[src/logic/classifier_pkg.sv]
package classifier_pkg;

    //////////////////////////////////////////////////
    // Sizes

    localparam int N_FEATURES      = 8;
    localparam int N_CLASSES       = 6;
    localparam int TOP_K           = 3;
    localparam int COEFF_PER_CLASS = N_FEATURES + 1;            // Last word is the bias
    localparam int N_COEFF         = N_CLASSES * COEFF_PER_CLASS;
    localparam int SCORE_SHIFT     = 8;                          // Fraction bits of the sum

    //////////////////////////////////////////////////
    // Widths

    typedef logic signed [23:0] feature_t;
    typedef logic signed [15:0] weight_t;
    typedef logic signed [31:0] score_t;
    typedef logic signed [47:0] acc_t;                           // Full precision sum
    typedef logic [2:0]         class_id_t;
    typedef logic [3:0]         coeff_idx_t;
    typedef logic [5:0]         wb_adr_t;
    typedef logic [$clog2(TOP_K)-1:0] rank_idx_t;

    typedef feature_t [N_FEATURES-1:0] feature_vec_t;

    typedef struct packed {
        score_t    score;
        class_id_t id;
    } ranked_t;

    typedef ranked_t [TOP_K-1:0] ranked_vec_t;                   // Entry 0 is the best

    localparam score_t  SCORE_MIN  = {1'b1, {($bits(score_t) - 1){1'b0}}};
    localparam ranked_t RANK_EMPTY = '{score: SCORE_MIN, id: '0};

    //////////////////////////////////////////////////
    // Wishbone classic

    typedef struct packed {
        logic    cyc;
        logic    stb;
        logic    we;
        wb_adr_t adr;
        weight_t dat;
    } wb_req_t;

    typedef struct packed {
        logic    ack;
        weight_t dat;
    } wb_rsp_t;

    typedef enum logic [1:0] {IDLE, SCORE, RANK, DONE} seq_state_t;

endpackage

[src/logic/coeff_store.sv]
module coeff_store (
    input  logic                       i_clk,
    input  logic                       i_rst_n,
    input  classifier_pkg::wb_req_t    i_wb,
    output classifier_pkg::wb_rsp_t    o_wb,
    input  classifier_pkg::class_id_t  i_class,
    input  classifier_pkg::coeff_idx_t i_idx,
    output classifier_pkg::weight_t    o_coeff
);

    classifier_pkg::weight_t mem_r [classifier_pkg::N_COEFF];
    classifier_pkg::weight_t rd_dat_r;
    classifier_pkg::wb_adr_t mac_adr_w;
    logic                    ack_r;
    logic                    req_w;
    logic                    hit_w;

    assign req_w = i_wb.cyc && i_wb.stb && !ack_r;                 // One ack per cycle
    assign hit_w = i_wb.adr < classifier_pkg::N_COEFF;

    //////////////////////////////////////////////////
    // Host side

    always_ff @(posedge i_clk or negedge i_rst_n) begin
        if (!i_rst_n) begin
            ack_r <= 1'b0;
            for (int i = 0; i < classifier_pkg::N_COEFF; i++) begin
                mem_r[i] <= '0;
            end
        end else begin
            ack_r <= req_w;
            if (req_w && i_wb.we && hit_w) begin
                mem_r[i_wb.adr] <= i_wb.dat;
            end
        end
    end

    always_ff @(posedge i_clk) begin
        if (req_w) begin
            rd_dat_r <= hit_w ? mem_r[i_wb.adr] : '0;               // Unmapped reads give zero
        end
    end

    assign o_wb = '{ack: ack_r, dat: rd_dat_r};

    //////////////////////////////////////////////////
    // Scoring side read in the same cycle

    assign mac_adr_w = classifier_pkg::wb_adr_t'(
        i_class * classifier_pkg::COEFF_PER_CLASS + i_idx);

    assign o_coeff = mem_r[mac_adr_w];

endmodule

[src/logic/dense_mac.sv]
module dense_mac (
    input  logic                         i_clk,
    input  logic                         i_rst_n,
    input  logic                         i_start,
    input  classifier_pkg::feature_vec_t i_features,
    output classifier_pkg::coeff_idx_t   o_idx,
    input  classifier_pkg::weight_t      i_coeff,
    output logic                         o_valid,
    output classifier_pkg::score_t       o_score
);

    classifier_pkg::coeff_idx_t idx_r;
    classifier_pkg::acc_t       acc_r;
    classifier_pkg::acc_t       prod_w;
    classifier_pkg::acc_t       sum_w;
    classifier_pkg::feature_t   feat_w;
    classifier_pkg::score_t     score_r;
    logic                       busy_r;
    logic                       valid_r;
    logic                       last_w;

    // Idle index points at the bias so the start cycle loads it
    assign feat_w = (idx_r < classifier_pkg::N_FEATURES) ? i_features[idx_r] : '0;
    assign prod_w = classifier_pkg::acc_t'(feat_w) * classifier_pkg::acc_t'(i_coeff);
    assign sum_w  = acc_r + prod_w;
    assign last_w = busy_r &&
                    (idx_r == classifier_pkg::coeff_idx_t'(classifier_pkg::N_FEATURES - 1));

    always_ff @(posedge i_clk or negedge i_rst_n) begin
        if (!i_rst_n) begin
            busy_r  <= 1'b0;
            valid_r <= 1'b0;
            idx_r   <= classifier_pkg::coeff_idx_t'(classifier_pkg::N_FEATURES);
        end else begin
            valid_r <= 1'b0;
            if (i_start) begin
                busy_r <= 1'b1;
                idx_r  <= '0;
            end else if (busy_r) begin
                if (last_w) begin
                    busy_r  <= 1'b0;
                    valid_r <= 1'b1;
                    idx_r   <= classifier_pkg::coeff_idx_t'(classifier_pkg::N_FEATURES);
                end else begin
                    idx_r <= idx_r + 1'b1;
                end
            end
        end
    end

    //////////////////////////////////////////////////
    // Accumulator and result

    always_ff @(posedge i_clk) begin
        if (i_start) begin
            acc_r <= classifier_pkg::acc_t'(i_coeff) <<< classifier_pkg::SCORE_SHIFT;
        end else if (busy_r) begin
            acc_r <= sum_w;
        end
        if (last_w) begin
            score_r <= classifier_pkg::score_t'(sum_w >>> classifier_pkg::SCORE_SHIFT);
        end
    end

    assign o_idx   = idx_r;
    assign o_valid = valid_r;
    assign o_score = score_r;

endmodule

[src/logic/topk_ranker.sv]
module topk_ranker (
    input  logic                        i_clk,
    input  logic                        i_rst_n,
    input  logic                        i_clear,
    input  logic                        i_insert,
    input  classifier_pkg::ranked_t     i_item,
    output logic                        o_ready,
    output classifier_pkg::ranked_vec_t o_ranked
);

    classifier_pkg::ranked_vec_t slot_r;
    classifier_pkg::ranked_t     carry_r;
    classifier_pkg::rank_idx_t   pos_r;
    logic                        active_r;
    logic                        take_w;
    logic                        last_w;

    // A displaced entry with an equal score still goes above the later class
    assign take_w = ($signed(carry_r.score) > $signed(slot_r[pos_r].score)) ||
                    ((carry_r.score == slot_r[pos_r].score) &&
                     (carry_r.id < slot_r[pos_r].id));
    assign last_w = pos_r == classifier_pkg::rank_idx_t'(classifier_pkg::TOP_K - 1);

    //////////////////////////////////////////////////
    // Slots compared one per cycle

    always_ff @(posedge i_clk or negedge i_rst_n) begin
        if (!i_rst_n) begin
            slot_r   <= {classifier_pkg::TOP_K{classifier_pkg::RANK_EMPTY}};
            pos_r    <= '0;
            active_r <= 1'b0;
        end else if (i_clear) begin
            slot_r   <= {classifier_pkg::TOP_K{classifier_pkg::RANK_EMPTY}};
            pos_r    <= '0;
            active_r <= 1'b0;
        end else if (active_r) begin
            if (take_w) begin
                slot_r[pos_r] <= carry_r;                              // Swap down
            end
            if (last_w) begin
                active_r <= 1'b0;
                pos_r    <= '0;
            end else begin
                pos_r <= pos_r + 1'b1;
            end
        end else if (i_insert) begin
            active_r <= 1'b1;
            pos_r    <= '0;
        end
    end

    // The displaced entry moves on to the next slot as the carried item
    always_ff @(posedge i_clk) begin
        if (active_r) begin
            if (take_w) begin
                carry_r <= slot_r[pos_r];
            end
        end else if (i_insert) begin
            carry_r <= i_item;
        end
    end

    assign o_ready  = !active_r;
    assign o_ranked = slot_r;

endmodule

[src/logic/classifier_seq.sv]
module classifier_seq (
    input  logic                         i_clk,
    input  logic                         i_rst_n,
    input  logic                         i_start,
    input  classifier_pkg::feature_vec_t i_features,
    output classifier_pkg::feature_vec_t o_features,
    output classifier_pkg::class_id_t    o_class,
    output logic                         o_mac_start,
    input  logic                         i_mac_valid,
    input  classifier_pkg::score_t       i_score,
    output logic                         o_clear,
    output logic                         o_insert,
    output classifier_pkg::ranked_t      o_item,
    input  logic                         i_ranker_ready,
    output logic                         o_busy,
    output logic                         o_done
);

    classifier_pkg::seq_state_t   state_r, state_w;
    classifier_pkg::class_id_t    class_r, class_w;
    classifier_pkg::feature_vec_t features_r;
    classifier_pkg::ranked_t      item_r;
    logic mac_start_r, mac_start_w;
    logic clear_r, clear_w;
    logic insert_r, insert_w;
    logic busy_r, busy_w;
    logic done_r, done_w;
    logic accept_w;
    logic last_class_w;

    assign accept_w     = (state_r == classifier_pkg::IDLE) && i_start;
    assign last_class_w = class_r == classifier_pkg::class_id_t'(classifier_pkg::N_CLASSES - 1);

    //////////////////////////////////////////////////
    // Next state

    always_comb begin
        state_w     = state_r;
        class_w     = class_r;
        busy_w      = busy_r;
        mac_start_w = 1'b0;
        clear_w     = 1'b0;
        insert_w    = 1'b0;
        done_w      = 1'b0;

        case (state_r)
            classifier_pkg::IDLE: begin
                if (i_start) begin
                    state_w     = classifier_pkg::SCORE;
                    class_w     = '0;
                    busy_w      = 1'b1;
                    clear_w     = 1'b1;                                 // Fresh ranking per run
                    mac_start_w = 1'b1;
                end
            end
            classifier_pkg::SCORE: begin
                if (i_mac_valid) begin
                    state_w  = classifier_pkg::RANK;
                    insert_w = 1'b1;
                end
            end
            classifier_pkg::RANK: begin
                if (!insert_r && i_ranker_ready) begin                  // Insertion finished
                    if (last_class_w) begin
                        state_w = classifier_pkg::DONE;
                        busy_w  = 1'b0;
                        done_w  = 1'b1;
                    end else begin
                        state_w     = classifier_pkg::SCORE;
                        class_w     = class_r + 1'b1;
                        mac_start_w = 1'b1;
                    end
                end
            end
            default: begin
                state_w = classifier_pkg::IDLE;
            end
        endcase
    end

    always_ff @(posedge i_clk or negedge i_rst_n) begin
        if (!i_rst_n) begin
            state_r     <= classifier_pkg::IDLE;
            class_r     <= '0;
            mac_start_r <= 1'b0;
            clear_r     <= 1'b0;
            insert_r    <= 1'b0;
            busy_r      <= 1'b0;
            done_r      <= 1'b0;
        end else begin
            state_r     <= state_w;
            class_r     <= class_w;
            mac_start_r <= mac_start_w;
            clear_r     <= clear_w;
            insert_r    <= insert_w;
            busy_r      <= busy_w;
            done_r      <= done_w;
        end
    end

    always_ff @(posedge i_clk) begin
        if (accept_w) begin
            features_r <= i_features;
        end
        if (state_r == classifier_pkg::SCORE && i_mac_valid) begin
            item_r <= '{score: i_score, id: class_r};
        end
    end

    assign o_features  = features_r;
    assign o_class     = class_r;
    assign o_mac_start = mac_start_r;
    assign o_clear     = clear_r;
    assign o_insert    = insert_r;
    assign o_item      = item_r;
    assign o_busy      = busy_r;
    assign o_done      = done_r;

endmodule

[src/logic/char_classifier.sv]
module char_classifier (
    input  logic                         i_clk,
    input  logic                         i_rst_n,
    input  classifier_pkg::wb_req_t      i_wb,
    output classifier_pkg::wb_rsp_t      o_wb,
    input  logic                         i_start,
    input  classifier_pkg::feature_vec_t i_features,
    output classifier_pkg::ranked_vec_t  o_ranked,
    output logic                         o_busy,
    output logic                         o_done
);

    classifier_pkg::feature_vec_t features;
    classifier_pkg::class_id_t    cur_class;
    classifier_pkg::coeff_idx_t   coeff_idx;
    classifier_pkg::weight_t      coeff;
    classifier_pkg::score_t       mac_score;
    classifier_pkg::ranked_t      rank_item;
    logic                         mac_start;
    logic                         mac_valid;
    logic                         rank_clear;
    logic                         rank_insert;
    logic                         rank_ready;

    //////////////////////////////////////////////////
    // Coefficients and scoring

    coeff_store coeff_store_i (
        .i_clk   (i_clk),
        .i_rst_n (i_rst_n),
        .i_wb    (i_wb),
        .o_wb    (o_wb),
        .i_class (cur_class),
        .i_idx   (coeff_idx),
        .o_coeff (coeff)
    );

    dense_mac dense_mac_i (
        .i_clk      (i_clk),
        .i_rst_n    (i_rst_n),
        .i_start    (mac_start),
        .i_features (features),
        .o_idx      (coeff_idx),
        .i_coeff    (coeff),
        .o_valid    (mac_valid),
        .o_score    (mac_score)
    );

    //////////////////////////////////////////////////
    // Ranking and control

    topk_ranker topk_ranker_i (
        .i_clk    (i_clk),
        .i_rst_n  (i_rst_n),
        .i_clear  (rank_clear),
        .i_insert (rank_insert),
        .i_item   (rank_item),
        .o_ready  (rank_ready),
        .o_ranked (o_ranked)
    );

    classifier_seq classifier_seq_i (
        .i_clk          (i_clk),
        .i_rst_n        (i_rst_n),
        .i_start        (i_start),
        .i_features     (i_features),
        .o_features     (features),
        .o_class        (cur_class),
        .o_mac_start    (mac_start),
        .i_mac_valid    (mac_valid),
        .i_score        (mac_score),
        .o_clear        (rank_clear),
        .o_insert       (rank_insert),
        .o_item         (rank_item),
        .i_ranker_ready (rank_ready),
        .o_busy         (o_busy),
        .o_done         (o_done)
    );

endmodule

[config.mk]
export PLATFORM = sky130hd
export DESIGN_NAME = char_classifier
export DESIGN_NICKNAME = d
export VERILOG_FILES = /design/src/logic/classifier_pkg.sv /design/src/logic/coeff_store.sv /design/src/logic/dense_mac.sv /design/src/logic/topk_ranker.sv /design/src/logic/classifier_seq.sv /design/src/logic/char_classifier.sv
export SDC_FILE = /design/constraint.sdc
export NUM_CORES = 2
export LEC_CHECK = 0
export ABC_AREA = 0
export ABC_CLOCK_PERIOD_IN_PS = 18800
export BUFFER_PORTS_ARGS = -buffer_cell sky130_fd_sc_hd__buf_2
export CAP_MARGIN = 20
export CORE_MARGIN = 8
export CORE_UTILIZATION = 55
export CTS_CLUSTER_SIZE = 20
export DETAILED_ROUTE_END_ITERATION = 10
export PLACE_DENSITY_LB_ADDON = 0.1
export SYNTH_ARGS = -nofsm -noshare
export SYNTH_HDL_FRONTEND = slang
export SYNTH_SLANG_ARGS = --single-unit
[constraint.sdc]
create_clock -name i_clk -period 18.8 [get_ports i_clk]
set_clock_uncertainty 0.05 [all_clocks]
set_input_delay 1.88 -clock i_clk [delete_from_list [all_inputs] [get_ports i_clk]]
set_output_delay 1.88 -clock i_clk [all_outputs]
set_load 0.02 [all_outputs]
==> impl_metrics.ini <==
[global_route]
grt_pass1_wl_mm = 370
antenna_found_initial = 14
grt_max_degree = 109
grt_pass1_vias = 57400
grt_overflow_total = 0
grt_usage_pct = 30.9

[die]
fp.dieW_um = 397
num_rows = 140
coreArea_um2 = 145000
ios = 344
initial_core_util_pct = 55.1
dieArea_um2 = 158000
die_y_um = 397

[logic_synthesis]
netlist_area_um2 = 80000
yosysTopAreaCellShare_pct = 30.8
synth_most_common_cell = dfrtp_1
yosys.cell_types.count = 86
synth_ff_type = dfrtp_1
syn_nets = 7143
synth_commonest_cells = dfrtp_1 (985), mux2_2 (881), inv_1 (462)
synth_cells = 6364
avgSynthCellArea_um2 = 12.6
synth-seq-cells = 1339
ys_top_cells_by_area = dfrtp_1 (31%), edfxtp_1 (13%), mux2_2 (12%), fa_1 (9.4%), mux4_2 (8.2%)
async_flop_share_pct = 73.9
yosys_warnings = 0
yosysSeqAreaShare_pct = 44.0
synth-edff-count = 342
yosys.area.top_type = dfrtp_1

[power]
seqPwrFrac_pct = 42.3
comb_power_share_pct = 21.5
p_leak_nw = 41.1
p_sw_mw = 2.50
intPower_mw = 5.63
power.density_nw_per_um2 = 91.9
ir_worst_vdd_mv = 0.0745
swShare_pct = 30.7
pwr-share-clk_pct = 36.2

[setup_path]
crit_fanout = 43
crit_type = reg2reg
crit_path_start = dense_mac_i.o_idx[1]$_DFFE_PN0P_
crit-reg2reg-launch = dense_mac_i.o_idx[1]$_DFFE_PN0P_
slowest_stage = fa_4
required_ps = 19300
max_stage_delay_ps = 1340
arrival_ps = 14310
cp-end-kind = flip-flop
path_common_cell = fa_1
worstSetupStartpointType = flip-flop

[final_layout]
drive_gt1_share_pct = 29.7
syn2layout_area_growth_pct = 10.6
nNetsFinal = 7292

[sta]
worst_slew_pin_slew_ps = 1220
setup_violations = 0
setup-tns-final_ps = 0
max_slew_margin_pct = 18.7
finalWorstSetupSlack_ps = 4990
hold_viol_final = 0
min_period_ps = 13810
finalCritPeriodShare_pct = 73.4
fmax_mhz = 72.4
rsz0062_at_grt = no
drv_slew = 0

[clocking]
post-cts-setup-buffers = 0
clock_latency_ps = 800
cts_htree_levels = 4
cts_hold_buf = 0
numCtsBuffers = 146
clock_path_buffers = 3
post_cts_resized = 0
cts_tree = yes
cts.sinks = 1339
cts-root-buf = clkbuf_16
clkTransAtPathRegs_ps = 60

[route]
routed_wl_mm = 247
drtIter0Drc = 5231
vias_per_cell = 6.47
dr.pass1.iters = 6
via_count = 55400
drc_errors = 0
post_drt_wl_per_cell_um = 28.9
drtAntennaViolNets = 0

[placed_design]
gp_congestion = 0.891
port_buffers = 343
dpl.hpwl_mm = 160
dp_slack_ps = 5160

[status]
outcome = finished, final reports clean

[flow_run]
maxCapViolCount = 0

[min_path]
worstHoldPathType = reg2reg
hold_start = dense_mac_i.o_score[19]$_DFFE_PP_
==> power by group through the flow <==
stage	registers (mW)	clock network, mW	logic [mW]
finish	3.44	2.95	1.75
floorplan	3.56	0	1.01
global route	3.46	3.11	1.90
detailed placement	3.49	0	1.74
global placement	3.48	0	1.71
CTS	3.43	2.99	1.75
==> state kept, by name (all words and copies together), names as in the netlist <==
register and flops:
topk_ranker_i.carry_r 35, classifier_seq_i.o_item 35, coeff_store_i.rd_dat_r 16, topk_ranker_i.pos_r 2, classifier_seq_i.o_done 1, coeff_store_i.ack_r 1
dense_mac_i.acc_r 40, topk_ranker_i.active_r 1, classifier_seq_i.o_insert 1, topk_ranker_i.o_ranked 105, coeff_store_i.mem_r 864, dense_mac_i.busy_r 1
classifier_seq_i.o_busy 1, dense_mac_i.o_idx 4, dense_mac_i.o_score 32, classifier_seq_i.o_features 192, dense_mac_i.o_valid 1, classifier_seq_i.o_mac_start 1
classifier_seq_i.state_r 2, classifier_seq_i.o_class 3, classifier_seq_i.o_clear 1
==> cell type report <==
class / instances / area, um^2
inverter: 467 / 1760
sequential: 1339 / 35200
clock inverter: 47 / 643
fill: 11600 / 56600
tap: 1917 / 2400
multi-input combinational: 4078 / 41100
timing repair buffer: 481 / 3040
antenna: 9 / 22.5
clock buffer: 220 / 4300
==> layout by cell type (no fill, tap or decap), types with 150 or more instances in the layout <==
master,netlist,routed
a21oi_1,192,191
a22oi_1,326,326
buf_2,88,342
clkbuf_16,0,150
dfrtp_1,985,979
edfxtp_1,342,342
fa_1,376,375
ha_1,183,181
inv_1,462,461
mux2_2,881,881
mux2i_1,185,185
mux4_2,291,291
nand2_1,410,410
nor2_1,321,308
==> critical path: cells and delay by family, from the launching register on <==
family | cells | cell delay [ps]
multiplexers | 2 | 570
adder cells (fa/ha/maj) | 11 | 5410
buffers and inverters | 8 | 1980
XOR/XNOR | 2 | 320
AND/OR/NAND/NOR | 6 | 920
AO/OA/AOI/OAI | 15 | 3380
flip-flops | 1 | 810
==> final timing paths <==
check | to | slack [ps] | cells after the start
setup / recovery | dense_mac_i.acc_r[39]$_DFFE_PP_ | 4990 | 44
hold / removal | classifier_seq_i.o_item[22]$_DFFE_PP_ | 360 | 0
setup reg to reg | dense_mac_i.acc_r[39]$_DFFE_PP_ | 4990 | 44
hold reg to reg | classifier_seq_i.o_item[22]$_DFFE_PP_ | 360 | 0
max in group asynchronous | coeff_store_i.mem_r[736]$_DFFE_PN0P_ | 13770 | 5
min in group asynchronous | topk_ranker_i.o_ranked[4]$_DFFE_PN0P_ | 1030 | 1
==> kinds of logic after synthesis <==
family          count (synthesis)  share of synthesized area (%)
fa+ha+maj                     559                           12.3
compound gates                953                           8.45
buf+inv                       947                           4.92
flops                        1339                           44.0
mux                          1360                           23.0
simple gates                 1124                           6.51
xor+xnor                       82                          0.907
==> routing by layer <==
metal	vias to the layer above	wire [um]	track usage, %
met4	4	11900	13.6
met1	28900	99000	41.5
met5	-	27	0
li1	23300	-	-
met2	2557	116000	49.1
met3	621	19800	6.12
==> per-stage QoR <==
step                instance area (um^2)  cells  util, %  power, mW  hold WS, ps
floorplan                          80000   6364        -       4.57          350
global placement                   83200   8265     57.3       5.19          353
detailed placement                 83200   8267     57.4       5.22          355
CTS                                88200   8534     60.8       8.17          363
global route                       88500   8554     61.0       8.47          371
finish                             88500   8558     61.0       8.13          358
Note: power is estimated with default switching activity, not from simulation.
